--- src/common/dcache_defs.svh ---
`ifndef DCACHE_DEFS_SVH
`define DCACHE_DEFS_SVH

// cache geometry
`define DC_WAYS      4    // associativity
`define DC_SETS      8    // sets per way
`define DC_INDEX_W   3    // log2 of DC_SETS
`define DC_OFFSET_W  5    // byte offset inside a 32 byte line

// address split is tag | index | offset, 24 + 3 + 5 = 32
`define DC_TAG_W     24

// data path
`define DC_WORD_W    32   // cpu word and memory beat
`define DC_LINE_W    256  // eight words per line
`define DC_BEATS     8    // beats per memory burst, one line

// lru bookkeeping
`define DC_STAMP_W   16   // saturating use counter width

`endif

--- src/common/dcache_pkg.sv ---
`default_nettype none

`include "dcache_defs.svh"

package dcache_pkg;

  // controller states
  // miss path is WB_REQ/WB_DATA only for a dirty victim, then FILL_REQ/FILL_DATA
  typedef enum logic [2:0] {
    IDLE,       // waiting for a cpu request
    LOOKUP,     // tag compare on the registered request
    WB_REQ,     // write-back address phase
    WB_DATA,    // write-back data beats
    FILL_REQ,   // refill address phase
    FILL_DATA,  // refill data beats
    RESP        // read data held for the cpu
  } dc_state_e;

  typedef logic [`DC_TAG_W-1:0]        dc_tag_t;    // upper address bits
  typedef logic [`DC_INDEX_W-1:0]      dc_index_t;  // set select
  typedef logic [$clog2(`DC_WAYS)-1:0] dc_way_t;    // way number
  typedef logic [`DC_LINE_W-1:0]       dc_line_t;   // word 0 in the low bits

endpackage

`default_nettype wire

--- src/verilog/lru_tracker.sv ---
`timescale 1ns/1ns
`default_nettype none

`include "dcache_defs.svh"

module lru_tracker
  import dcache_pkg::*;
(
  input  logic      clk,
  input  logic      rst,
  input  dc_index_t index,
  input  logic      touch_en,
  input  dc_way_t   hit_way,
  output dc_way_t   victim_way
);

  logic [`DC_STAMP_W-1:0] stamp_cnt;                      // next use stamp
  logic [`DC_STAMP_W-1:0] stamp_q [`DC_WAYS][`DC_SETS];   // last use per way
  logic [`DC_STAMP_W-1:0] min_stamp;

  always_ff @(posedge clk) begin
    if (rst) begin
      stamp_cnt <= `DC_STAMP_W'(1);  // untouched ways keep 0 and go first
      for (int w = 0; w < `DC_WAYS; w++) begin
        for (int s = 0; s < `DC_SETS; s++) stamp_q[w][s] <= '0;
      end
    end else if (touch_en) begin
      stamp_q[hit_way][index] <= stamp_cnt;
      if (stamp_cnt != '1) stamp_cnt <= stamp_cnt + 1'b1;  // saturate
    end
  end

  // oldest stamp at this set, strict compare keeps the lowest way on a tie
  always_comb begin
    min_stamp  = stamp_q[0][index];
    victim_way = '0;
    for (int w = 1; w < `DC_WAYS; w++) begin
      if (stamp_q[w][index] < min_stamp) begin
        min_stamp  = stamp_q[w][index];
        victim_way = dc_way_t'(w);
      end
    end
  end

endmodule

`default_nettype wire

--- config.mk ---
export PLATFORM = sky130hd
export DESIGN_NAME = lru_tracker
export DESIGN_NICKNAME = d
export VERILOG_FILES = /design/src/common/dcache_pkg.sv /design/src/verilog/lru_tracker.sv
export VERILOG_INCLUDE_DIRS = /design/src /design/src/common
export SDC_FILE = /design/constraint.sdc
export NUM_CORES = 1
export LEC_CHECK = 0
export BUFFER_PORTS_ARGS = -buffer_cell sky130_fd_sc_hd__buf_2
export CELL_PAD_IN_SITES_DETAIL_PLACEMENT = 2
export CELL_PAD_IN_SITES_GLOBAL_PLACEMENT = 2
export CORE_MARGIN = 5
export CORE_UTILIZATION = 25
export CTS_BUF_LIST = sky130_fd_sc_hd__clkbuf_2 sky130_fd_sc_hd__clkbuf_4 sky130_fd_sc_hd__clkbuf_8
export CTS_CLUSTER_DIAMETER = 30
export DETAILED_ROUTE_END_ITERATION = 10
export MAX_ROUTING_LAYER = met4
export PLACE_DENSITY = 0.51
export SLEW_MARGIN = 10
export SYNTH_ARGS = -nofsm -noshare
export SYNTH_HDL_FRONTEND = slang
export SYNTH_SLANG_ARGS = --single-unit
--- constraint.sdc ---
create_clock -name clk -period 7.4 [get_ports clk]
set_input_delay 0.37 -clock clk [delete_from_list [all_inputs] [get_ports clk]]
set_output_delay 0.37 -clock clk [all_outputs]
set_load 0.02 [all_outputs]
# Word-level counts from Yosys, hierarchy flattened
# Memories as Yosys holds them, arrays and structs flattened.
# Index checks and enable logic that the tools add are counted.
[word_totals]
reg_bits = 16
latch_bits = 0
inputBits = 8
out_inout_bits = 2
wordCells = 40
mem_bits_rw = 512
mem_count = 1
rom_bits = 0
[op_classes]
eq_ne = 1
order_cmp = 5
shifts = 0
bitwise = 1
div_mod_pow = 0
n_reduce_logical = 3
n_addsub = 1
n_mux = 27
mul = 0
[mem_list]
columns = ["memory", "depth", "word_bits", "read_ports", "rd_ports_with_merged_regs", "wr", "line_no", "rtl"]
rows = [
  ["stamp_q", 4, 128, 4, 0, 4, "lru_tracker.sv:18", "logic [`DC_STAMP_W-1:0] stamp_q [`DC_WAYS][`DC_SETS];"],
]
[op_table]
columns = ["cell", "count"]
rows = [
  ["128-bit two-way mux", 3],
  ["16-bit binary-select mux with 3-bit select", 4],
  ["16-bit two-way mux", 11],
  ["128-bit OR reduction", 1],
  ["16-bit demux with 3-bit select", 1],
  ["16-bit < comparator", 3],
  ["16-bit by 1-bit adder with 16-bit output, second input constant", 1],
  ["16-bit inequality test, second input constant", 1],
  ["2-bit two-way mux", 3],
  ["1-bit two-way mux", 5],
  ["4-bit >= comparator, second input constant", 1],
  ["4-bit by 1-bit < comparator with 1-bit output, second input constant", 1],
  ["3-bit inverter with 4-bit output", 1],
  ["2-bit AND reduction", 1],
  ["1-bit logical AND", 1],
]

# Longest topological paths before layout
# Gate-level depths: netlist of run 1.
[depth]
depth_word = 10
depth_mapped = 33
ltp_nobuf = 29

# Worst setup path before layout of run 1
# No wires, ideal clock.
[synth_timing]
kind = "in2out"
start = "input index[0]"
end = "output victim_way[0]"
cell_stages = 29
setup_slack_ns = 0.909
t_required_ns = 7.030
path_buffers = 5
arrival_ns = 6.121
cell_sequence = "buf_2 nor3_2 clkbuf_1 clkbuf_1 a22oi_1 and3_1 ha_1 and4_1 a221oi_1 nand3_1 clkbuf_1 nand2_1 o21a_1 inv_1 ha_1 nor3_1 o211ai_1 a211oi_4 nand2_2 o31ai_4 buf_6 o21a_1 ha_1 a21o_1 a21o_1 a211oi_1 o31a_1 o2111ai_1 o211ai_1"
[synth_between]
elab_chain_cells = 10
elab_cells_between_ends = 21
classes_between = "order compare: 3; mux: 17; bitwise: 1"
[synth_rtl]
columns = ["item", "line_no", "rtl"]
rows = [
  ["start, declared", "lru_tracker.sv:11", "input dc_index_t index,"],
  ["3-bit inverter with 4-bit output (*)", "-", ""],
  ["16-bit binary-select mux with 3-bit select (on tied branches)", "lru_tracker.sv:38, lru_tracker.sv:39, lru_tracker.sv:35", ""],
  ["16-bit two-way mux (on tied branches) (2 in series)", "lru_tracker.sv:38, lru_tracker.sv:39, lru_tracker.sv:35", ""],
  ["16-bit < comparator", "lru_tracker.sv:38", "if (stamp_q[w][index] < min_stamp) begin"],
  ["16-bit two-way mux", "lru_tracker.sv:38", ""],
  ["16-bit < comparator", "lru_tracker.sv:38", ""],
  ["16-bit two-way mux", "lru_tracker.sv:38", ""],
  ["16-bit < comparator", "lru_tracker.sv:38", ""],
  ["2-bit two-way mux (*)", "lru_tracker.sv:38", ""],
  ["end, declared", "lru_tracker.sv:14", "output dc_way_t victim_way"],
]
# Mark *: on every way between the ends. The rest lies on a longest branch, timed or not. The select of a mux whose other input is x is not followed.

==> results_dict.tcl, run 1 <==
set metrics [dict create \
    io_pins 10 \
    rows 114 \
    grt_pass1_wl_um 131000 \
    worst_skew_pair.late_latency_ps 800 \
    synthTopCellsByArea "edfxtp_1 (63%), and2_1 (13%), a22oi_1 (5.5%), ha_1 (2.4%), clkbuf_1 (2.1%)" \
    crit_buf_inv 6 \
    start_util_pct 25.1 \
    final_antenna_net_count 0 \
    hpwl_um 53800 \
    drcViolationCount 0 \
    drive_gt1_share_pct 23.4 \
    syn_nets 1916 \
    syn_area_um2 24200 \
    critPathKind "reg2out" \
    numClockSinks 528 \
    synth.distinct_cells 56 \
    drv_cap 0 \
    crit_start "stamp_q[1][8]$_SDFFCE_PN0P_" \
    cpLargestDelayFamily "compound AO/OA/AOI/OAI gates" \
    grt_pass1_vias 18000 \
    holdWs_ps 214 \
    portBuffers 9 \
    die_h_um 321 \
    nNetsFinal 2044 \
    overflow 0 \
    ir_worst_vdd_v 0.000160 \
    crit_path_max_incr_delay_ps 380 \
    finClkSkew_ps 33.4 \
    cp_num_cells 32 \
    synth_top_area_cell "edfxtp_1" \
    drt-total-wl_um 92600 \
    ff2ff_setup_slack_ps 4540 \
    timing.rr.start "stamp_cnt[10]$_SDFFE_PP0P_" \
    worstReg2RegEnd "stamp_cnt[13]$_SDFFE_PP0P_" \
    final_cell_mix "and2_1 (512), edfxtp_1 (512), a22oi_1 (174), clkbuf_8 (144), buf_4 (115)" \
    slew_viol_final 0 \
    antenna_found_initial 7 \
    tns_ps 0 \
    worstPathRequired_ps 7030 \
    num_vias 16400 \
    reg2regPathDepth 7 \
    routedWlPerCell_um 27.3 \
    cts_buffer_depth 3 \
    critPathMaxFanout 8 \
    avgSynthCellArea_um2 13.0 \
    routabilityCongestion 0.826 \
    endpoint "victim_way[0]" \
    grt_util_all_layers_pct 18.1 \
    async_reset_ff_share_pct 0 \
    cts_made_buffers 140 \
    p_total_mw 8.54 \
    ys_warn_count 0 \
    fin_crit_sh_pct 95.5 \
    die_x_um 321 \
    fill_cells 10100 \
    power_density_nw_per_um2 286 \
    synth_top_flop_cell "edfxtp_1" \
    cellLeakagePower_nw 10.7 \
    cts_tree "done" \
    synth-edff-count 512 \
    ys_ff_latch 528 \
    core_area_um2 96400 \
    slowest_stage "o41ai_2" \
    fin_area_um2 29900 \
    post_drt_via_cell_ratio 4.84 \
    arrival_ps 6700 \
    place_area_um2 26100 \
    finalSetupViolCount 0 \
    status "completed" \
    firstDrtPassIters 5 \
    maxSlewHeadroom_pct 25.1 \
    worstMarginPinSlew_ps 1120 \
    cts-root-buf "clkbuf_8" \
    cts.htree.levels 4 \
    first_iter_violations 1064 \
    die_area_um2 103000 \
    grt_max_degree 51 \
    min_period_ps 7070 \
    syn_inst 1862 \
    synth_largest_type_area_fraction_pct 63.5 \
    worst_setup_path_start_kind "flop" \
    synth_seq_area_share_pct 64.8 \
    clk_pin_slew_worst_paths_ps 60 \
    areaGrowthSynthToFinish_pct 23.3 \
    hold_path.class "in2reg" \
    critical_path.endpoint_type "primary output" \
    finalHoldViolCount 0 \
    max_clock_freq_mhz 141 \
]
[per-layer routing]
| metal | part of all wire, % | vias to the layer above | wire length [um] | track usage, % |
|---|---|---|---|---|
| met3 | 3.7 | 118 | 3430 | 2.92 |
| li1 | - | 7216 | - | - |
| met2 | 51 | 359 | 47300 | 31.3 |
| met5 | 0 | - | 0 | - |
| met1 | 43 | 8685 | 40300 | 22.1 |
| met4 | 1.8 | 0 | 1670 | 4.69 |
[registers in the layout, indices dropped and copies added, names as in the netlist]
name,count
stamp_q,512
stamp_cnt,16
[synth_stat cells (all sizes together), types with 5 or more instances]
| cell type | n |
|---|---|
| and2 | 513 |
| edfxtp | 512 |
| a22oi | 178 |
| clkbuf | 133 |
| nor2 | 61 |
| ha | 46 |
| nand4 | 46 |
| nand2 | 42 |
| or2 | 33 |
| o22ai | 30 |
| o21ai | 27 |
| buf | 24 |
| a21oi | 22 |
| and3 | 21 |
| a221oi | 18 |
| a22o | 17 |
| dfxtp | 16 |
| o21a | 14 |
| nand3 | 12 |
| inv | 11 |
| nor4 | 11 |
| mux2i | 7 |
| xor2 | 7 |
| mux4 | 6 |
| or3 | 6 |
| nor3 | 5 |
[tightest hold or removal path, stage by stage]
cell and delay, ps:
buf_2 100, buf_4 340, nor2_1 170
[logic make-up (layout without fill, tap and decap cells)]
| family | Yosys count | in the layout | share of synthesized area (%) |
|---|---|---|---|
| fa+ha+maj | 46 | 46 | 2.38 |
| other cells | 0 | 8 | 0 |
| xor+xnor | 10 | 10 | 0.362 |
| buf+inv | 168 | 408 | 2.78 |
| flops | 528 | 528 | 64.8 |
| simple gates | 769 | 770 | 18.9 |
| mux | 16 | 16 | 1.03 |
| compound gates | 325 | 325 | 9.73 |
[where the power goes]
group / total [mW] / switching, mW / internal, mW
Sequential: 3.45 / 0.0419 / 3.41
Clock: 4.01 / 1.58 / 2.42
Combinational: 1.08 / 0.668 / 0.415
Total: 8.54 / 2.29 / 6.25
[per-stage QoR]
stage               utilization (%)  std cells  setup slack, ps
floorplan                         -       1862              909
global placement               27.1       3091            -86.3
detailed placement             27.1       3091             -296
CTS                            30.3       3355             13.5
global route                   31.0       3384            -49.5
finish                         31.0       3387              330
[layout make-up]
cell class / instances / area [um2] / share of cell area [%]
Antenna cell: 8 / 20.0 / 0.0670
Multi-Input combinational cell: 1167 / 8240 / 27.6
Tap cell: 1276 / 1600 / 5.35
Inverter: 11 / 41.3 / 0.138
Timing Repair Buffer: 142 / 1240 / 4.16
Sequential cell: 528 / 15700 / 52.6
Clock inverter: 86 / 853 / 2.86
Clock buffer: 169 / 2170 / 7.27
[what timing repair did]
| item | CTS | global route |
|---|---|---|
| gates resized for setup | 20 | 83 |
| endpoints found under the setup margin | 2 | 2 |
| endpoints found under the hold margin | 1 | 0 |
| hold buffers | 1 | 0 |
| pin swaps | 7 | 30 |
| buffers inserted | 7 | 19 |
| cloned | 1 | 5 |
[how the worst min path moves through the flow]
stage,slack (ps),end,cells after the start,from
2_1_floorplan,520,stamp_cnt[9]$_SDFFE_PP0P_,2,stamp_cnt[9]$_SDFFE_PP0P_
3_3_place_gp,580,stamp_cnt[1]$_SDFFE_PP0P_,3,stamp_cnt[1]$_SDFFE_PP0P_
3_5_place_dp,650,stamp_cnt[1]$_SDFFE_PP0P_,3,stamp_cnt[1]$_SDFFE_PP0P_
4_1_cts,170,stamp_cnt[4]$_SDFFE_PP0P_,3,rst
5_1_grt,200,stamp_cnt[2]$_SDFFE_PP0P_,3,rst
6_report,210,stamp_cnt[4]$_SDFFE_PP0P_,3,rst
Power figures use the tool's default switching activity.
==> inputs of run 2 (changes only) <==
CORE_UTILIZATION = 47   (was 25)
PLACE_DENSITY = 0.83   (was 0.51)
==> run 2 against run 1 <==
  * The run now ends with setup timing left
  * Fmax fell by 17%
  * Critical path depth fell by 2
  * Hold slack got worse by 150 ps
  * Worst setup slack got worse by 1500 ps
  * Critical path type is now in2out
  * Largest power group unchanged
==> results_dict.tcl, run 2 (synthesized netlist as in run 1, its figures left out) <==
set metrics [dict create \
    start_util_pct 47.3 \
    drt-total-wl_um 135000 \
    finalSetupViolCount 2 \
    worstHoldStart "touch_en" \
    routabilityCongestion 0.882 \
    grt_max_degree 51 \
    status "finished, violations left" \
    critPathKind "in2out" \
    final_cell_mix "and2_1 (512), edfxtp_1 (512), a22oi_1 (175), clkbuf_8 (119), buf_4 (111)" \
    finClkSkew_ps 65.6 \
    nNetsFinal 2014 \
    grt_util_all_layers_pct 44.4 \
    power_density_nw_per_um2 316 \
    die_area_um2 56200 \
    portBuffers 9 \
    worst_skew_pair.late_latency_ps 850 \
    worst_slack_ps -1170 \
    rows 83 \
    min_period_ps 8570 \
    cts.htree.levels 3 \
    die_h_um 237 \
    cts_buffer_depth 3 \
    seq_area_um2 15700 \
    overflow 0 \
    clk_pin_slew_worst_paths_ps 70 \
    cts_made_buffers 115 \
    drv_cap 0 \
    timing.rr.start "stamp_cnt[1]$_SDFFE_PP0P_" \
    multi_input_area_um2 8700 \
    fin_area_um2 29100 \
    maxSlewHeadroom_pct 8.41 \
    antenna_found_initial 7 \
    holdBufCountCts 0 \
    violations "setup timing" \
    slew_viol_final 0 \
    die_x_um 237 \
    cellLeakagePower_nw 10.4 \
    max_clock_freq_mhz 117 \
    firstDrtPassIters 5 \
    critical_path.endpoint_type "primary output" \
    place_area_um2 25200 \
    drcViolationCount 0 \
    grt_pass1_wl_um 172000 \
    p_sw_mw 3.13 \
    slowest_stage "mux2i_2" \
    top_register "stamp_q" \
    reg_top3 "stamp_q (512), stamp_cnt (16)" \
    critPathMaxFanout 14 \
    fill_cells 4505 \
    cts-root-buf "clkbuf_8" \
    pwr-share-clk_pct 44.4 \
    p_comb_share_pct 17.2 \
    routedWlPerCell_um 48.9 \
    ir_worst_vdd_v 0.000308 \
    grt_pass1_vias 20800 \
    worst_setup_path_start_kind "input port" \
    post_drt_via_cell_ratio 7.60 \
    num_vias 20900 \
    crit_path_max_incr_delay_ps 490 \
    areaGrowthSynthToFinish_pct 20.0 \
    finalHoldViolCount 0 \
    fin_util_pct 56.8 \
    numClockSinks 528 \
    arrival_ps 8200 \
    cpLargestDelayFamily "compound AO/OA/AOI/OAI gates" \
    final_antenna_net_count 0 \
    crit_start "index[1]" \
    worstMarginPinSlew_ps 1360 \
    first_iter_violations 3542 \
    cts_tree "done" \
    switching_share_pct 34.2 \
    worstPathRequired_ps 7030 \
    hpwl_um 54900 \
    hold_path.class "in2reg" \
    drive_gt1_share_pct 24.5 \
    crit_buf_inv 8 \
    fin_crit_sh_pct 116 \
    largest_reg_flops 512 \
    internal-power_mw 6.04 \
    core_area_um2 51200 \
    seqPwrFrac_pct 38.4 \
    grt_setup_unrepaired "true" \
    io_pins 10 \
    crit_path_frequent_cell "buf_4" \
]
-- run 2: cell count changes in the layout (fill, tap and decap cells not counted), sizes merged --
cell,previous run,this run
and2,513,514
and3b,4,3
buf,138,136
bufinv,13,14
clkbuf,172,131
clkinv,53,48
clkinvlp,12,17
diode,8,13
dlygate4sd3,1,0
inv,19,16
-- run 2: worst reg2reg max path: stages, from the launching register on --
cell and delay (ps):
dfxtp_2 630, ha_1 400, and3_1 210, nand4_1 190, o21ai_1 280, nor3_1 630
nand2_1 360, or3_1 440, a21oi_1 260
-- run 2: final timing paths --
kind                                                   end  slack (ps)  depth (start not counted)
worst max register to register  stamp_cnt[13]$_SDFFE_PP0P_        3900                          8
worst max-delay path                         victim_way[0]       -1170                         30
worst min-delay path            stamp_cnt[12]$_SDFFE_PP0P_          60                          5
worst min register to register  stamp_cnt[12]$_SDFFE_PP0P_         880                          4
-- run 2: timing repair --
action,in CTS,in global routing
buffers inserted,27,22
pin swaps,29,39
gates resized for setup,120,62
setup endpoints to repair,2,2
cloned,4,1
-- run 2: power by group through the flow --
stage	sequential, mW	clock, mW	combinational (mW)
after detailed placement	3.53	0	0.885
after global routing	3.52	4.11	1.55
after global placement	3.51	0	0.803
final	3.52	4.08	1.58
after CTS	3.49	3.72	1.28
after floorplan	3.49	0	0.530
-- run 2: cell type report --
| type | count | area share (%) |
|---|---|---|
| flip-flops and latches | 528 | 54.0 |
| clock buffers | 130 | 5.92 |
| diodes | 13 | 0.112 |
| multi-input cells | 1167 | 29.9 |
| inverters | 11 | 0.142 |
| repair buffers | 137 | 4.12 |
| clock inverters | 84 | 2.83 |
| well taps | 680 | 2.93 |
-- run 2: layer usage --
metal	global-route usage, %	vias to the layer above	wire [um]
met5	-	-	0
met4	26.4	0	13800
met3	9.14	885	16500
met2	69.0	2369	58500
met1	53.7	10500	45800
li1	-	7130	-
-- run 2: per-stage QoR --
step	hold WS, ps	setup WS (ps)	TNS, ps	total power [mW]	instances
finish	59.4	-1170	-2290	9.17	2750
global route	116	-881	-1680	9.17	2746
CTS	115	1.83	0	8.49	2717
detailed placement	708	-606	-1130	4.42	2472
global placement	681	92.2	0	4.32	2472
floorplan	517	909	0	4.02	1862
==> inputs of run 3 (changes only) <==
PLACE_DENSITY = default   (was 0.83)
PLACE_DENSITY_LB_ADDON = 0.1   (was default)
==> run 3 against run 2 <==
  * The flow still finishes with violations (setup timing)
  * Final area shrank 1.9%
  * Clock skew shrank 20 ps
  * Register-to-register slack gained 430 ps
  * Via count shrank 17%
  * Routed wire length shrank 29%
  * Sequential power is essentially flat
  * Clock power shrank 10%
  * Power shrank 9.7%
  * Non-clock buffer count shrank 10
  * Clock-buffer cell count grew 9
  * Largest cell class unchanged
  * Highest routed layer unchanged
==> results_dict.tcl, run 3 (synthesized netlist as in run 1, its figures left out) <==
set metrics [dict create \
    status "finished, violations left" \
    violations "setup timing" \
    finalSetupViolCount 2 \
    pwr-share-clk_pct 44.3 \
    worstPathRequired_ps 7030 \
    p_comb_share_pct 13.6 \
    die_h_um 237 \
    numClockSinks 528 \
    grt_pass1_wl_um 135000 \
    finalHoldViolCount 0 \
    reg_top3 "stamp_q (512), stamp_cnt (16)" \
    firstDrtPassIters 7 \
    switching_share_pct 27.2 \
    slew_viol_final 0 \
    min_period_ps 7500 \
    clk_pin_slew_worst_paths_ps 60 \
    core_area_um2 51200 \
    maxSlewHeadroom_pct 18.9 \
    internal-power_mw 6.03 \
    crit_path_max_incr_delay_ps 470 \
    power_density_nw_per_um2 291 \
    final_antenna_net_count 0 \
    first_iter_violations 2085 \
    p_sw_mw 2.25 \
    fin_crit_sh_pct 101 \
    die_area_um2 56200 \
    cts.htree.levels 3 \
    fin_area_um2 28500 \
    drive_gt1_share_pct 21.1 \
    overflow 0 \
    worst_setup_path_start_kind "input port" \
    slowest_stage "nor4_4" \
    worstHoldStart "touch_en" \
    holdBufCountCts 0 \
    hold_path.class "in2reg" \
    hold_depth 5 \
    grt_pass1_vias 19100 \
    ff2ff_setup_slack_ps 4330 \
    hpwl_um 55400 \
    cts-root-buf "clkbuf_8" \
    die_x_um 237 \
    ir_worst_vdd_v 0.000197 \
    drt-total-wl_um 94900 \
    grt_util_all_layers_pct 33.9 \
    start_util_pct 47.3 \
    fill_cells 4687 \
    num_vias 17300 \
    dp.cells 2494 \
    drcViolationCount 0 \
    routedWlPerCell_um 34.8 \
    antenna_found_initial 3 \
    cts_buffer_depth 3 \
    min_to "stamp_cnt[12]$_SDFFE_PP0P_" \
    worstMarginPinSlew_ps 1210 \
    final_cell_mix "and2_1 (512), edfxtp_1 (512), a22oi_1 (178), clkbuf_8 (122), buf_4 (106)" \
    largest_reg_flops 512 \
    cellLeakagePower_nw 10.3 \
    nNetsFinal 2002 \
    cts_made_buffers 114 \
    worst_skew_pair.late_latency_ps 740 \
    max_clock_freq_mhz 133 \
    tns_ps -161 \
    top_register "stamp_q" \
    grt_max_degree 51 \
    rows 83 \
    portBuffers 9 \
    critPathMaxFanout 16 \
    io_pins 10 \
    finalNonFillerCells 2726 \
    worstReg2RegEnd "stamp_cnt[9]$_SDFFE_PP0P_" \
    critical_path.endpoint_type "primary output" \
    timing.rr.start "stamp_cnt[1]$_SDFFE_PP0P_" \
    critPathKind "in2out" \
    seqPwrFrac_pct 42.1 \
    finClkSkew_ps 45.2 \
    reg2regPathDepth 8 \
    drv_cap 0 \
    areaGrowthSynthToFinish_pct 17.7 \
    p_total_mw 8.28 \
    routabilityCongestion 0.907 \
    post_drt_via_cell_ratio 6.35 \
    cts_tree "done" \
    arrival_ps 7130 \
    place_area_um2 25400 \
    worst_slack_ps -97.6 \
]
-- run 3: stage by stage --
stage	utilization (%)	setup WS, ps	hold slack [ps]
detailed placement	49.6	-581	655
floorplan	-	909	517
global route	55.7	-244	114
global placement	49.6	-345	621
CTS	54.9	7.40	46.8
finish	55.7	-97.6	92.6
-- run 3: final cells by class --
class / count / area (um2) / share of cell area [%]
Antenna cell: 1 / 2.50 / 0.00878
Timing Repair Buffer: 127 / 1100 / 3.87
Clock buffer: 139 / 1810 / 6.34
Tap cell: 680 / 851 / 2.99
Clock inverter: 74 / 813 / 2.85
Inverter: 11 / 41.3 / 0.145
Multi-Input combinational cell: 1166 / 8180 / 28.7
Sequential cell: 528 / 15700 / 55.1
-- run 3: critical path, delay by kind of cell --
kind                       cells  cell delay (ps)
AOI/OAI and AO/OA             10             1900
adders and majority gates      3              750
and+or+nand+nor               12             2500
buffers and inverters         10             1570
-- run 3: metal layers --
metal	vias to the layer above	global-route usage, %	part of all wire, %
met5	-	-	0
met4	0	13.2	4.3
met3	232	4.57	6.6
met2	847	55.9	50
met1	9131	43.0	39
li1	7096	-	-
-- run 3: repair_timing --
action	in CTS	in global routing
setup endpoints to repair	2	2
pin swaps	9	22
resized for setup	27	54
cloned	0	3
buffers inserted	6	9
-- run 3: how the worst max path moves through the flow --
stage	slack [ps]	startpoint	cells past startpoint	endpoint
final	-100	index[2]	35	victim_way[0]
after global routing	-240	index[2]	35	victim_way[0]
after CTS	7	stamp_q[1][43]$_SDFFCE_PN0P_	30	victim_way[0]
after detailed placement	-580	index[1]	30	victim_way[0]
after global placement	-340	index[1]	30	victim_way[0]
after floorplan	910	index[0]	29	victim_way[0]
-- run 3: power groups by stage --
stage | logic (mW) | clock network (mW) | registers [mW]
floorplan | 0.530 | 0 | 3.49
global placement | 0.849 | 0 | 3.52
detailed placement | 0.900 | 0 | 3.54
CTS | 0.942 | 3.70 | 3.48
global route | 1.18 | 3.86 | 3.49
finish | 1.13 | 3.67 | 3.49
