## config.mk

```make
export PLATFORM = sky130hd
export DESIGN_NAME = dcache_ctrl
export DESIGN_NICKNAME = d
export VERILOG_FILES = /design/src/common/dcache_pkg.sv /design/src/verilog/dcache_ctrl.sv
export VERILOG_INCLUDE_DIRS = /design/src /design/src/common
export SDC_FILE = /design/constraint.sdc
export NUM_CORES = 1
export LEC_CHECK = 0
export ABC_CLOCK_PERIOD_IN_PS = 10080
export BUFFER_PORTS_ARGS = -buffer_cell sky130_fd_sc_hd__buf_4
export CORE_AREA = 3 3 245 247
export CTS_BUF_LIST = sky130_fd_sc_hd__clkbuf_4 sky130_fd_sc_hd__clkbuf_8
export DETAILED_ROUTE_END_ITERATION = 8
export DIE_AREA = 0 0 248 250
export GPL_ROUTABILITY_DRIVEN = 0
export HOLD_SLACK_MARGIN = 0.08
export PLACE_DENSITY_LB_ADDON = 0.12
export SLEW_MARGIN = 10
export SYNTH_ARGS = -nofsm -noshare
export SYNTH_HDL_FRONTEND = slang
export SYNTH_SLANG_ARGS = --single-unit
```

## constraint.sdc

```tcl
create_clock -name clk -period 10.08 [get_ports clk]
set_clock_uncertainty 0.15 [all_clocks]
set_input_delay 1.008 -clock clk [delete_from_list [all_inputs] [get_ports clk]]
set_output_delay 1.008 -clock clk [all_outputs]
set_load 0.005 [all_outputs]
```

## src/common/dcache_defs.svh

```systemverilog
`ifndef DCACHE_DEFS_SVH
`define DCACHE_DEFS_SVH

// cache geometry
`define DC_WAYS      4    // associativity
`define DC_SETS      8    // sets per way
`define DC_INDEX_W   3    // log2 of DC_SETS
`define DC_OFFSET_W  5    // byte offset inside a 32 byte line

// address split is tag | index | offset, 24 + 3 + 5 = 32
`define DC_TAG_W     24

// data path
`define DC_WORD_W    32   // cpu word and memory beat
`define DC_LINE_W    256  // eight words per line
`define DC_BEATS     8    // beats per memory burst, one line

// lru bookkeeping
`define DC_STAMP_W   16   // saturating use counter width

`endif

```

## src/common/dcache_pkg.sv

```systemverilog
`default_nettype none

`include "dcache_defs.svh"

package dcache_pkg;

  // controller states
  // miss path is WB_REQ/WB_DATA only for a dirty victim, then FILL_REQ/FILL_DATA
  typedef enum logic [2:0] {
    IDLE,       // waiting for a cpu request
    LOOKUP,     // tag compare on the registered request
    WB_REQ,     // write-back address phase
    WB_DATA,    // write-back data beats
    FILL_REQ,   // refill address phase
    FILL_DATA,  // refill data beats
    RESP        // read data held for the cpu
  } dc_state_e;

  typedef logic [`DC_TAG_W-1:0]        dc_tag_t;    // upper address bits
  typedef logic [`DC_INDEX_W-1:0]      dc_index_t;  // set select
  typedef logic [$clog2(`DC_WAYS)-1:0] dc_way_t;    // way number
  typedef logic [`DC_LINE_W-1:0]       dc_line_t;   // word 0 in the low bits

endpackage

`default_nettype wire

```

## src/verilog/dcache_ctrl.sv

```systemverilog
`timescale 1ns/1ns
`default_nettype none

`include "dcache_defs.svh"

module dcache_ctrl
  import dcache_pkg::*;
(
  input  logic                  clk,
  input  logic                  rst,
  input  logic                  req_valid,
  input  logic                  req_write,
  input  logic [31:0]           req_addr,
  input  logic [31:0]           req_wdata,
  input  logic [3:0]            req_wstrb,
  output logic                  req_ready,
  output logic                  rsp_valid,
  output logic [31:0]           rsp_data,
  input  logic                  rsp_ready,
  output logic                  mem_rd_req_valid,
  output logic [31:0]           mem_rd_req_addr,
  input  logic                  mem_rd_req_ready,
  input  logic                  mem_rd_rsp_valid,
  input  logic [31:0]           mem_rd_rsp_data,
  input  logic                  mem_rd_rsp_last,
  output logic                  mem_rd_rsp_ready,
  output logic                  mem_wr_req_valid,
  output logic [31:0]           mem_wr_req_addr,
  input  logic                  mem_wr_req_ready,
  output logic                  mem_wr_data_valid,
  output logic [31:0]           mem_wr_data,
  output logic                  mem_wr_data_last,
  input  logic                  mem_wr_data_ready,
  input  logic                  hit,
  input  dc_way_t               hit_way,
  input  dc_line_t              cur_line,
  input  dc_way_t               victim_way,
  input  logic                  victim_dirty,
  input  dc_tag_t               victim_tag,
  output dc_index_t             index,
  output dc_tag_t               tag,
  output logic [2:0]            word_sel,
  output logic                  hit_wr_en,
  output logic                  fill_beat_en,
  output logic [`DC_WORD_W-1:0] fill_data,
  output logic [`DC_WORD_W-1:0] wdata,
  output logic [3:0]            wstrb,
  output logic                  touch_en
);

  dc_state_e             state, next_state;
  logic                  req_write_q;  // request register held until back in IDLE
  logic [31:0]           req_addr_q;
  logic [`DC_WORD_W-1:0] req_wdata_q;
  logic [3:0]            req_wstrb_q;
  logic [2:0]            wb_cnt;       // write-back beat number
  dc_line_t              wb_line;      // victim line shifted out word 0 first
  logic                  req_fire;

  assign req_fire = req_valid && req_ready;

  always_ff @(posedge clk) begin
    if (rst) state <= IDLE;
    else     state <= next_state;
  end

  // high only while in IDLE and low during reset
  always_ff @(posedge clk) begin
    if (rst) req_ready <= 1'b0;
    else     req_ready <= (next_state == IDLE);
  end

  always_ff @(posedge clk) begin
    if (req_fire) begin
      req_write_q <= req_write;
      req_addr_q  <= req_addr;
      req_wdata_q <= req_wdata;
      req_wstrb_q <= req_wstrb;
    end
  end

  always_ff @(posedge clk) begin
    if (rst) wb_cnt <= '0;
    else if (state == WB_REQ) wb_cnt <= '0;
    else if (state == WB_DATA && mem_wr_data_ready) wb_cnt <= wb_cnt + 3'd1;
  end

  always_ff @(posedge clk) begin
    if (state == WB_REQ) wb_line <= cur_line;  // cur_line is the victim since nothing hits here
    else if (state == WB_DATA && mem_wr_data_ready) wb_line <= wb_line >> `DC_WORD_W;
  end

  always_comb begin
    next_state = state;
    case (state)
      IDLE:      if (req_fire) next_state = LOOKUP;
      LOOKUP: begin
        if (hit)               next_state = req_write_q ? IDLE : RESP;
        else if (victim_dirty) next_state = WB_REQ;
        else                   next_state = FILL_REQ;
      end
      WB_REQ:    if (mem_wr_req_ready) next_state = WB_DATA;
      WB_DATA:   if (mem_wr_data_ready && mem_wr_data_last) next_state = FILL_REQ;
      FILL_REQ:  if (mem_rd_req_ready) next_state = FILL_DATA;
      FILL_DATA: if (mem_rd_rsp_valid && mem_rd_rsp_last) next_state = LOOKUP; // now hits
      RESP:      if (rsp_ready) next_state = IDLE;
      default:   next_state = IDLE;
    endcase
  end

  // address fields of the held request
  assign index    = req_addr_q[`DC_OFFSET_W +: `DC_INDEX_W];
  assign tag      = req_addr_q[31 -: `DC_TAG_W];
  assign word_sel = req_addr_q[`DC_OFFSET_W-1:2];

  assign touch_en     = (state == LOOKUP) && hit;
  assign hit_wr_en    = touch_en && req_write_q;
  assign fill_beat_en = (state == FILL_DATA) && mem_rd_rsp_valid;
  assign fill_data    = mem_rd_rsp_data;
  assign wdata        = req_wdata_q;
  assign wstrb        = req_wstrb_q;

  assign rsp_valid = (state == RESP);
  assign rsp_data  = cur_line[word_sel * `DC_WORD_W +: `DC_WORD_W];

  assign mem_rd_req_valid = (state == FILL_REQ);
  assign mem_rd_req_addr  = {tag, index, {`DC_OFFSET_W{1'b0}}};  // line aligned
  assign mem_rd_rsp_ready = (state == FILL_DATA);

  assign mem_wr_req_valid  = (state == WB_REQ);
  assign mem_wr_req_addr   = {victim_tag, index, {`DC_OFFSET_W{1'b0}}};
  assign mem_wr_data_valid = (state == WB_DATA);
  assign mem_wr_data       = wb_line[`DC_WORD_W-1:0];
  assign mem_wr_data_last  = (wb_cnt == 3'(`DC_BEATS - 1));  // eighth beat of the write-back

  a_wr_last_valid: assert property (@(posedge clk) disable iff (rst)
    mem_wr_data_last |-> mem_wr_data_valid);

  a_ready_rsp_excl: assert property (@(posedge clk) disable iff (rst)
    !(req_ready && rsp_valid));

  // a finished refill must hit in exactly the way the lru picked
  a_fill_hits_victim: assert property (@(posedge clk) disable iff (rst)
    (state == LOOKUP && $past(state) == FILL_DATA) |-> (hit && hit_way == victim_way));

endmodule

`default_nettype wire

```

[Yosys cells after proc, flatten, opt, wreduce, memory -nomap -nowiden]
Cells that the tools add are included.
Word-level totals
  logic and storage cells: 40
  input bits: 396
  register bits: 332
  output and inout port bits: 236
Operators by class
  reduce and logical (&&, ||, !) cells: 11
  eq/ne operators: 7
  $add $sub $neg: 1
  shift-type cells: 1
  multiplexer cells: 12
Operators with widths (number)
  $mux 256: 2
  $shiftx 256x9->32: 1
  $mux 3: 9
  $pmux 3 s7: 1
  $eq 3x3->1 const B: 4
  $logic_and 1x1->1: 7
  $eq 3x2->1 const B: 2
  $logic_not 3->1: 2
  $add 3x1->3 const B: 1
  $eq 3x1->1 const B: 1
  $reduce_bool 2->1: 1
  $reduce_or 2->1: 1

[Logic depth before layout (Yosys ltp)]
Gate-level depths: netlist (run 1).
  word-level depth: 5
  mapped depth: 8
  gate-level depth less buffers: 6

[Least setup slack after synthesis (run 1)]
OpenSTA, ideal clock, no wires.
  path kind: flip-flop to flip-flop
  start point: register state[1]
  end point: register wb_line[0], enable pin
  path slack: 1.899 ns
  stages on the path, launching flop included: 9
  data required time: 9.266 ns
  clock period less this slack: 8.181 ns
  setup time: 0.664 ns
  path buffers: 5
  data arrival time: 7.367 ns
  cell sequence: dfxtp_1 -> buf_6 -> nor2b_4 -> buf_6 -> and2_4 -> buf_6 -> buf_6 -> buf_6 -> nand2b_1
On the way
  elaborated cells on any way between the ends: 4
  those cells by class: eq/ne (2); reduce/logical (2)
RTL lines
  start: declaration: RTL line dcache_ctrl.sv:51  | dc_state_e state, next_state;
  start signal: assignment: RTL line dcache_ctrl.sv:64  | else state <= next_state;
  $eq 3x2->1
  via mem_wr_req_valid: RTL line dcache_ctrl.sv:27  | output logic mem_wr_req_valid,
  $reduce_bool 2->1 (no line)
  end signal: assignment: RTL line dcache_ctrl.sv:89  | if (state == WB_REQ) wb_line <= cur_line;
  end signal: assignment: RTL line dcache_ctrl.sv:90  | else if (state == WB_DATA && mem_wr_data_ready) wb_line <= wb_line >> `DC_WORD_W;
  end: declaration: RTL line dcache_ctrl.sv:57  | dc_line_t wb_line;
The timed path passes the listed nets, and every way through them passes these cells.
A chain may end at the register's enable or synchronous reset.

[Worst setup path after layout (run 1)]
  start point: register state[1]
  end point: register wb_line[194], enable pin
On the way
  cells in the longest elaborated chain, start to end: 3
  elaborated cells on any way between the ends: 4
  those cells by class: eq/ne (2); reduce/logical (2)
RTL lines (RTL line)
  $eq 3x2->1: dcache_ctrl.sv:90
  $logic_and 1x1->1: dcache_ctrl.sv:90
  $reduce_bool 2->1 (no line) (*)
Every way passes the cells marked *; elsewhere a longest branch is shown, timed or not.

==> run metrics, run 1 <==
DRC=0; met2 WL=22800 um; GRT overflow=0; Synth area leader=edfxtp_1; GRT Overall Usage=between 10% and 20%; Syn-to-layout area delta=27.4%; Min-Delay Path Class=flop to flop; H-Tree Depth=3; wl on met1=19600 um; sequential area share after synthesis=57.9%; ranking of synthesized cells by area=edfxtp_1 57%, mux2_4 18%, mux4_2 8.5%, buf_4 5.7%, mux2_2 3.4%; CP Launch Type=flop; layout cells sized above 1=69.4%; Final Hold Vio Count=0; Slew headroom=between 20% and 30%; Slew @ Worst Pin=1.08 ns; Max VDD drop=0.145 mV; row count=88; Cell Area, Synth=17000 sq um; most frequent cells after synthesis=323 x edfxtp_1, 205 x mux2_4, 128 x buf_4, 64 x mux4_2, 51 x mux2_2; Avg Inst Size Synth=18.7 sq um; DRT antenna net count=0; Tot Pwr=4.61 mW; total core area=57800 sq um; Post CTS Setup Buffer Count=0; Main synth FF type=edfxtp_1; Final Cycle Share=42.0%; Max FO, Critical Path=176; largest net degree at the start of global routing=177; Simple-Gate Fraction of Synth Area=2.19%; EDFF count, synth=323; adder-cell share of the synthesized area=less than 1%; post-synthesis cell count=909; routed wire length=48000 um; max layer used=met5; length of the first detailed-routing pass in iterations=4; initial antenna violation count=9; synth warn=0; post-synth top area share=between 50 and 60%; RSZ-0062 raised after global routing=no; post-route minimum period=4.24 ns; placed cells=approximately 2000; Critical-path top delay cell=buf_4; Layout Utilization=37.5%; CTS buffer count=67; die area=about 62000 sq um; most common cell in the netlist=edfxtp_1; clk_lat worst skew=0.62 ns; Synth Register Bits=between 300 and 400; Reg clk slew, reported paths=0.06 ns; Req. time, crit path=roughly 10 ns; xor/xnor share of the synthesized area=less than 1%; Slew Viols, Final=0; Netlist cell types=36; clk buf depth=3; clk sinks=330; mux contribution to synthesized area=30.1%; final std cells w/o fill=2143; CTS Hold Bufs=0; Final WS setup=around 6 ns; DP HPWL=approximately 33000 um; post-DR vias/cell=4.42; met3 wire length=4400 um; PostCTS Resize Cnt=0; WS Path Type=flop to flop; CTS tree=done; Compound-Gate Fraction of Synth Area=less than 1%; vias in the first global route=~10000; Port Buf Inserts=503; die height=250 um; status=completed; Setup TNS=0 ns; Die Width=between 200 and 250 um; slowest stage delay, CP=0.87 ns; routed vias=9473; pre-CTS setup slack=between 5 and 6 ns; PD cells=213 nW/um^2; Root Buffer=clkbuf_8; worst path cell trace=nor2b_4, buf_4, and2_4, nand2b_4, buf_12, buf_4; Worst path most repeated cell=buf_4; # IOs=632; max-cap violations=0; DRT iter0 DRCs=423; wire length per cell=22.4 um; main combinational cell family by area after synthesis=multiplexers; fmax=236 MHz; Initial Util=29.4%; Worst EP arrival=4.32 ns; CP Capture Type=flop; fin nets=about 1700; Leakage=8.60 nW; # setup viols final=0; global-route wire length before repair=68900 um; Async SR Flop Fraction=0%
-- cells by family after synthesis --
| kind of cell | after synthesis |
|---|---|
| flops | 330 |
| mux | 323 |
| buf+inv | 182 |
| simple gates | 61 |
| compound gates | 9 |
| fa+ha+maj | 2 |
| other cells | 1 |
| xor+xnor | 1 |
-- critical path, delay by kind of cell, from the launching register on --
kind          cells  cell delay, ns
flops             1            0.49
simple gates      3            0.96
buf+inv           3            2.00
-- power breakdown --
part | leakage, nW | switching [mW] | internal (mW) | total, mW
logic | 4.89 | 0.548 | 0.725 | 1.27
registers | 3.01 | 0.0729 | 1.87 | 1.94
clock network | 0.688 | 0.616 | 0.775 | 1.39
total | 8.60 | 1.24 | 3.37 | 4.61
-- layout by cell type, fill, tap and decap left out, drive strengths merged, types with 2 or more instances in the layout --
cell type,synthesis,layout
mux4,64,64
mux2i,3,3
conb,1,10
and2,5,5
nor3b,2,2
bufinv,0,2
clkinv,0,13
nor2b,2,2
nor2,5,5
and3,35,35
edfxtp,323,323
mux2,256,256
nand2,3,3
nand3,2,2
buf,164,517
nor3,3,3
nand2b,2,2
clkinvlp,0,2
a21oi,2,2
dfxtp,7,7
ha,2,2
o21ai,2,2
inv,1,4
clkbuf,17,94
diode,0,10
-- per-stage QoR --
stage / hold WS [ns] / instance area (sq um)
2_1_floorplan: 0.356 / 17000
3_3_place_gp: 0.375 / 20300
3_5_place_dp: 0.383 / 20300
4_1_cts: 0.334 / 21600
5_1_grt: 0.331 / 21600
6_report: 0.385 / 21700
-- metal layers --
metal	GRT usage, %	up-vias
met1	19.0	4704
met2	23.6	411
met4	4.72	4
li1	-	4272
met3	6.33	82
met5	0.477	-
-- worst paths after layout --
check / cells after the start / to / slack (ns) / startpoint
max: 6 / wb_line[194] / 5.84 / state[1]
min: 1 / wb_line[118] / 0.39 / wb_line[150]
max reg2reg: 6 / wb_line[194] / 5.84 / state[1]
min reg2reg: 1 / wb_line[118] / 0.39 / wb_line[150]
-- layout make-up --
class	count	area [sq um]
fill	5494	36100
sequential	330	9840
multi-input combinational	406	5640
timing repair buffer	517	3890
clock buffer	94	1120
tap	765	957
clock inverter	20	175
antenna	10	25.0
inverter	1	3.75
-- sequential cells by signal, summed over array words and instances, names as in the netlist --
name,flops
state,3
wb_cnt,3
wdata,32
req_write_q,1
wb_line,256
req_addr_q,30
wstrb,4
req_ready,1
Note: power is estimated with default switching activity, not from simulation.
==> run 2: changes to the inputs <==
--- a/config.mk
+++ b/config.mk
@@ -6,7 +6,7 @@
 export SDC_FILE = /design/constraint.sdc
 export NUM_CORES = 1
 export LEC_CHECK = 0
-export ABC_CLOCK_PERIOD_IN_PS = 10080
+export ABC_CLOCK_PERIOD_IN_PS = 3900
 export BUFFER_PORTS_ARGS = -buffer_cell sky130_fd_sc_hd__buf_4
 export CORE_AREA = 3 3 245 247
 export CTS_BUF_LIST = sky130_fd_sc_hd__clkbuf_4 sky130_fd_sc_hd__clkbuf_8
==> constraint.sdc (replaced) <==
create_clock -name clk -period 3.9 [get_ports clk]
set_clock_uncertainty 0.15 [all_clocks]
set_input_delay 0.39 -clock clk [delete_from_list [all_inputs] [get_ports clk]]
set_output_delay 0.39 -clock clk [all_outputs]
set_load 0.005 [all_outputs]
==> run 2 against run 1 <==
- via count rose by 14%
- sequential cell count did not move
- largest power group unchanged
- cell count rose by 16%
==> run metrics, run 2 (synthesized netlist as in run 1, its figures left out) <==
max-cap violations=0 (unchanged); DRT iter0 DRCs=463 (+9.5%); CTS tree=done; Post CTS Setup Buffer Count=0 (unchanged); Setup TNS=0 ns (unchanged); RR Endpoint=wb_line[244]; vias in the first global route=12043 (+20%); Final Hold Vio Count=0 (unchanged); slowest stage delay, CP=0.57 ns (-0.30 ns); Tot Pwr=12.1 mW (+160%); Net Sw Power=3.23 mW (+160%); final std cells w/o fill=2478 (+16%); Slew headroom=40.8% (+13 points); worst path cell trace=nor2b_4, and2_4, buf_12, buf_12, buf_4; Max VDD drop=0.314 mV (+120%); total core area=57800 sq um (unchanged); Final Cycle Share=89.6%; Syn-to-layout area delta=47.5%; clk buf depth=3 (unchanged); largest net degree at the start of global routing=98 (-45%); Min-Delay Path Class=input port to flop; Clock power frac=28.5% (-1.7 points); fin nets=2060 (+20%); global-route wire length before repair=74200 um (+7.7%); Layout Utilization=43.4% (+5.9 points); RSZ-0062 raised after global routing=no; layout cells sized above 1=55.6% (-14 points); fmax=about 290 MHz; DRT antenna net count=0 (unchanged); Critical-path top delay cell=nor2b_4; Hold Crit Start=mem_rd_req_ready; most common cell after layout, fill and taps aside=buf_4; Worst R2R Path Depth=4 (-2); # IOs=632 (unchanged); Req. time, crit path=3.36 ns (-6.80 ns); post-DR vias/cell=4.35 (-1.6%); DRC=0 (unchanged); Design Area, Final=25100 sq um (+16%); Reg clk slew, reported paths=0.06 ns (about the same); CP Capture Type=primary output; status=completed; Port Buf Inserts=503 (unchanged); worst hold path cell count=5 (+4); CTS buffer count=67 (unchanged); Leakage=10.0 nW (+17%); Die Width=248 um (unchanged); Hold EP=state[0]; Worst EP arrival=2.95 ns (-1.37 ns); r2r startpoint=state[1]; Slew @ Worst Pin=0.889 ns (-0.191 ns); Final WS setup=0.406 ns (-5.44 ns); Root Buffer=clkbuf_8; row count=88 (unchanged); DP HPWL=34200 um (+3.3%); total internal power=8.89 mW (+160%); Comb pwr share=30.3% (+2.7 points); WS Path Type=flop to primary output; Worst path most repeated cell=buf_12; pre-CTS setup slack=0.942 ns (-4.84 ns); routed wire length=50000 um (+4.2%); clk_lat worst skew=0.61 ns (about the same); Setup crit start=state[1]; placed cells=2024 (+0.25%); flop-to-flop setup slack=0.96 ns (-4.88 ns); post-route minimum period=3.49 ns; Slew Viols, Final=0 (unchanged); wire length per cell=20.2 um (-9.9%); Flop pwr share=41.3% (-0.9 points); GRT overflow=0 (unchanged); Switching Share=26.6% (-0.19 points); length of the first detailed-routing pass in iterations=6 (+2); H-Tree Depth=3 (unchanged); Max FO, Critical Path=49 (-72%); Hold Slack=0.211 ns (-0.175 ns); buffers and inverters on the worst path=3 (unchanged); CP Launch Type=flop; GRT Overall Usage=15.9% (+0.71 points); cell family with most CP delay=buffers and inverters; clk sinks=330 (unchanged); most frequent cells in the layout=514 x buf_4, 334 x dlygate4sd3_1, 323 x edfxtp_1; Largest register FFs=256 (unchanged); Initial Util=29.4% (unchanged); Post-Place Cell Area=20500 sq um (+0.62%); routed vias=10783 (+14%); PD cells=483 nW/um^2 (+130%); die area=62000 sq um (unchanged); die height=250 um (unchanged); # setup viols final=0 (unchanged); initial antenna violation count=7 (-2); Biggest register=wb_line
==> run 2: cell types whose count changed in the layout (fill, tap and decap cells not counted), sizes merged <==
cell and change:
buf +5, clkinvlp +1, clkinv +5, diode -6, bufinv -2, inv -2
dlygate4sd3 +334
==> run 2: area by class of cell <==
cell class	instances	area, sq um
multi-input combinational	406	5640
fill	5285	32700
sequential	330	9840
clock inverter	22	110
clock buffer	94	1160
tap	765	957
antenna	4	10.0
inverter	1	3.75
timing repair buffer	856	7360
==> run 2: worst register-to-register path, cell delays in order (launching register included) <==
cell      delay, ns
dfxtp_1        0.50
nor2b_4        0.57
nand3_1        0.37
nand2b_4       0.56
buf_12         0.38
==> run 2: routing by layer <==
layer	part of all wire, %	GRT usage, %
met5	0.014	0.397
met4	2.6	5.29
met3	7.3	4.88
met2	50	26.7
met1	40	19.2
==> run 2: power groups by stage <==
stage | logic [mW] | registers (mW) | clock network [mW]
after global placement | 3.39 | 5.06 | 0
after CTS | 3.73 | 5.01 | 3.62
after global routing | 3.93 | 5.06 | 3.77
after floorplan | 2.51 | 5.07 | 0
final | 3.66 | 5.00 | 3.45
after detailed placement | 3.42 | 5.07 | 0
==> run 2: repair_timing <==
action | in CTS | in global routing
gates resized for setup | 0 | 0
hold buffers | 334 | 0
endpoints found under the hold margin | 330 | 0
setup endpoints to repair | 0 | 0
==> run 2: how the worst max path moves through the flow <==
stage,endpoint,slack (ns),cells past startpoint
3_3_place_gp,wb_line[20],0.97,4
5_1_grt,mem_wr_req_valid,0.18,5
4_1_cts,mem_wr_req_valid,0.29,5
3_5_place_dp,wb_line[20],0.94,4
6_report,mem_wr_req_valid,0.41,5
2_1_floorplan,wb_line[0],0.30,8
==> run 3: changes to the inputs <==
--- a/config.mk
+++ b/config.mk
@@ -9,7 +9,7 @@
 export ABC_CLOCK_PERIOD_IN_PS = 3900
 export BUFFER_PORTS_ARGS = -buffer_cell sky130_fd_sc_hd__buf_4
 export CORE_AREA = 3 3 245 247
-export CTS_BUF_LIST = sky130_fd_sc_hd__clkbuf_4 sky130_fd_sc_hd__clkbuf_8
+export CTS_BUF_LIST = sky130_fd_sc_hd__clkbuf_16
 export DETAILED_ROUTE_END_ITERATION = 8
 export DIE_AREA = 0 0 248 250
 export GPL_ROUTABILITY_DRIVEN = 0
==> run 3 against run 2 <==
- critical path type unchanged
- total power up 3.0%
- die area unchanged
- cell count down 1.9%
- sequential power about the same
- register-to-register slack about the same
- critical path depth unchanged
- setup slack better by 0.029 ns
==> run metrics, run 3 (synthesized netlist as in run 1, its figures left out) <==
clk sinks=330 (unchanged); Reg clk slew, reported paths=0.06 ns (about the same); status=completed; fmax=289 MHz (+0.83%); H-Tree Depth=2 (-1); GRT overflow=0 (unchanged); Syn-to-layout area delta=47.5% (about the same); Leakage=10.0 nW (-0.14%); DRT antenna net count=0 (unchanged); Largest register FFs=256 (unchanged); vias in the first global route=11746 (-2.5%); Flop pwr share=40.1% (-1.2 points); clk buf depth=3 (unchanged); post-route minimum period=3.47 ns (-0.0287 ns); row count=88 (unchanged); PostCTS Resize Cnt=0 (unchanged); routed vias=10559 (-2.1%); die area=62000 sq um (unchanged); # IOs=632 (unchanged); fin nets=2027 (-1.6%); Req. time, crit path=3.36 ns (about the same); Post-Place Cell Area=20500 sq um (unchanged); Max FO, Critical Path=49 (unchanged); Net Sw Power=3.21 mW (-0.48%); Final Hold Vio Count=0 (unchanged); largest net degree at the start of global routing=98 (unchanged); Slew @ Worst Pin=0.898 ns (+0.00925 ns); length of the first detailed-routing pass in iterations=4 (-2); Min-Delay Path Class=input port to flop; die height=250 um (unchanged); Worst EP arrival=2.93 ns (-0.02 ns); Switching Share=25.8% (-0.89 points); CP Capture Type=primary output; clk_lat worst skew=0.55 ns (-0.06 ns); WS Path Type=flop to primary output; max-cap violations=0 (unchanged); most common cell after layout, fill and taps aside=buf_4; DRC=0 (unchanged); Die Width=248 um (unchanged); Design Area, Final=25100 sq um (about the same); wire length per cell=20.5 um (+1.4%); GRT Overall Usage=15.7% (-0.13 points); Max VDD drop=0.314 mV (+0.28%); Setup TNS=0 ns (unchanged); RSZ-0062 raised after global routing=no; Initial Util=29.4% (unchanged); DRT iter0 DRCs=468 (+1.1%); global-route wire length before repair=73700 um (-0.58%); Comb pwr share=29.2% (-1.1 points); Port Buf Inserts=503 (unchanged); Biggest register=wb_line; Post CTS Setup Buffer Count=0 (unchanged); total core area=57800 sq um (unchanged); # setup viols final=0 (unchanged); CP Launch Type=flop; total internal power=9.26 mW (+4.2%); Clock power frac=30.7% (+2.2 points); CTS tree=done; PD cells=497 nW/um^2 (+3.0%); Slew Viols, Final=0 (unchanged); routed wire length=49800 um (-0.48%); Root Buffer=clkbuf_16; layout cells sized above 1=54.4% (-1.3 points); DP HPWL=34200 um (unchanged); Tot Pwr=12.5 mW (+3.0%); most frequent cells in the layout=514 x buf_4, 327 x dlygate4sd3_1, 323 x edfxtp_1; Final Cycle Share=88.9% (-0.73 points); CTS Hold Bufs=327 (-2.1%); CTS buffer count=41 (-39%); Slew headroom=40.1% (-0.62 points); post-DR vias/cell=4.34 (-0.23%); initial antenna violation count=7 (unchanged)
run 3: worst paths after layout:
| path | start | end | slack, ns | cells past startpoint |
|---|---|---|---|---|
| min reg2reg | wb_line[156] | wb_line[124] | 0.39 | 1 |
| max reg2reg | state[1] | wb_line[83] | 0.96 | 4 |
| min | mem_wr_data_ready | req_ready | 0.15 | 5 |
| max | state[1] | mem_wr_req_valid | 0.43 | 5 |
run 3: routing by layer:
layer	share of wire (%)	track usage [%]
met2	50	26.8
met3	6.6	4.09
met4	2.7	5.02
met5	0.014	0.397
met1	41	19.4
run 3: layout make-up:
cell class,count,area [sq um]
multi-input cells,406,5640
repair buffers,849,7290
diodes,6,15.0
clock buffers,41,1030
flip-flops and latches,330,9840
clock inverters,34,307
well taps,765,957
inverters,1,3.75
fillers,5224,32700
run 3: worst max-delay path: stages, from the launching register on:
cell     delay, ns
dfxtp_1       0.50
nor2b_4       0.59
and2_4        0.29
buf_12        0.32
buf_12        0.36
buf_4         0.19
run 3: metrics by stage:
stage | util (%) | hold slack (ns) | setup slack [ns] | cells
floorplan | - | 0.309 | 0.305 | 918
global placement | 35.4 | 0.379 | 0.975 | 2024
detailed placement | 35.4 | 0.383 | 0.942 | 2024
CTS | 43.4 | 0.0962 | 0.385 | 2426
global route | 43.4 | 0.154 | 0.276 | 2431
finish | 43.4 | 0.154 | 0.434 | 2432
run 3: power by group through the flow:
stage               Sequential [mW]  Combinational [mW]  Clock, mW
global route                   5.06                3.91       4.13
detailed placement             5.07                3.42          0
global placement               5.06                3.39          0
finish                         5.00                3.64       3.83
CTS                            5.01                3.71       3.99
floorplan                      5.07                2.51          0
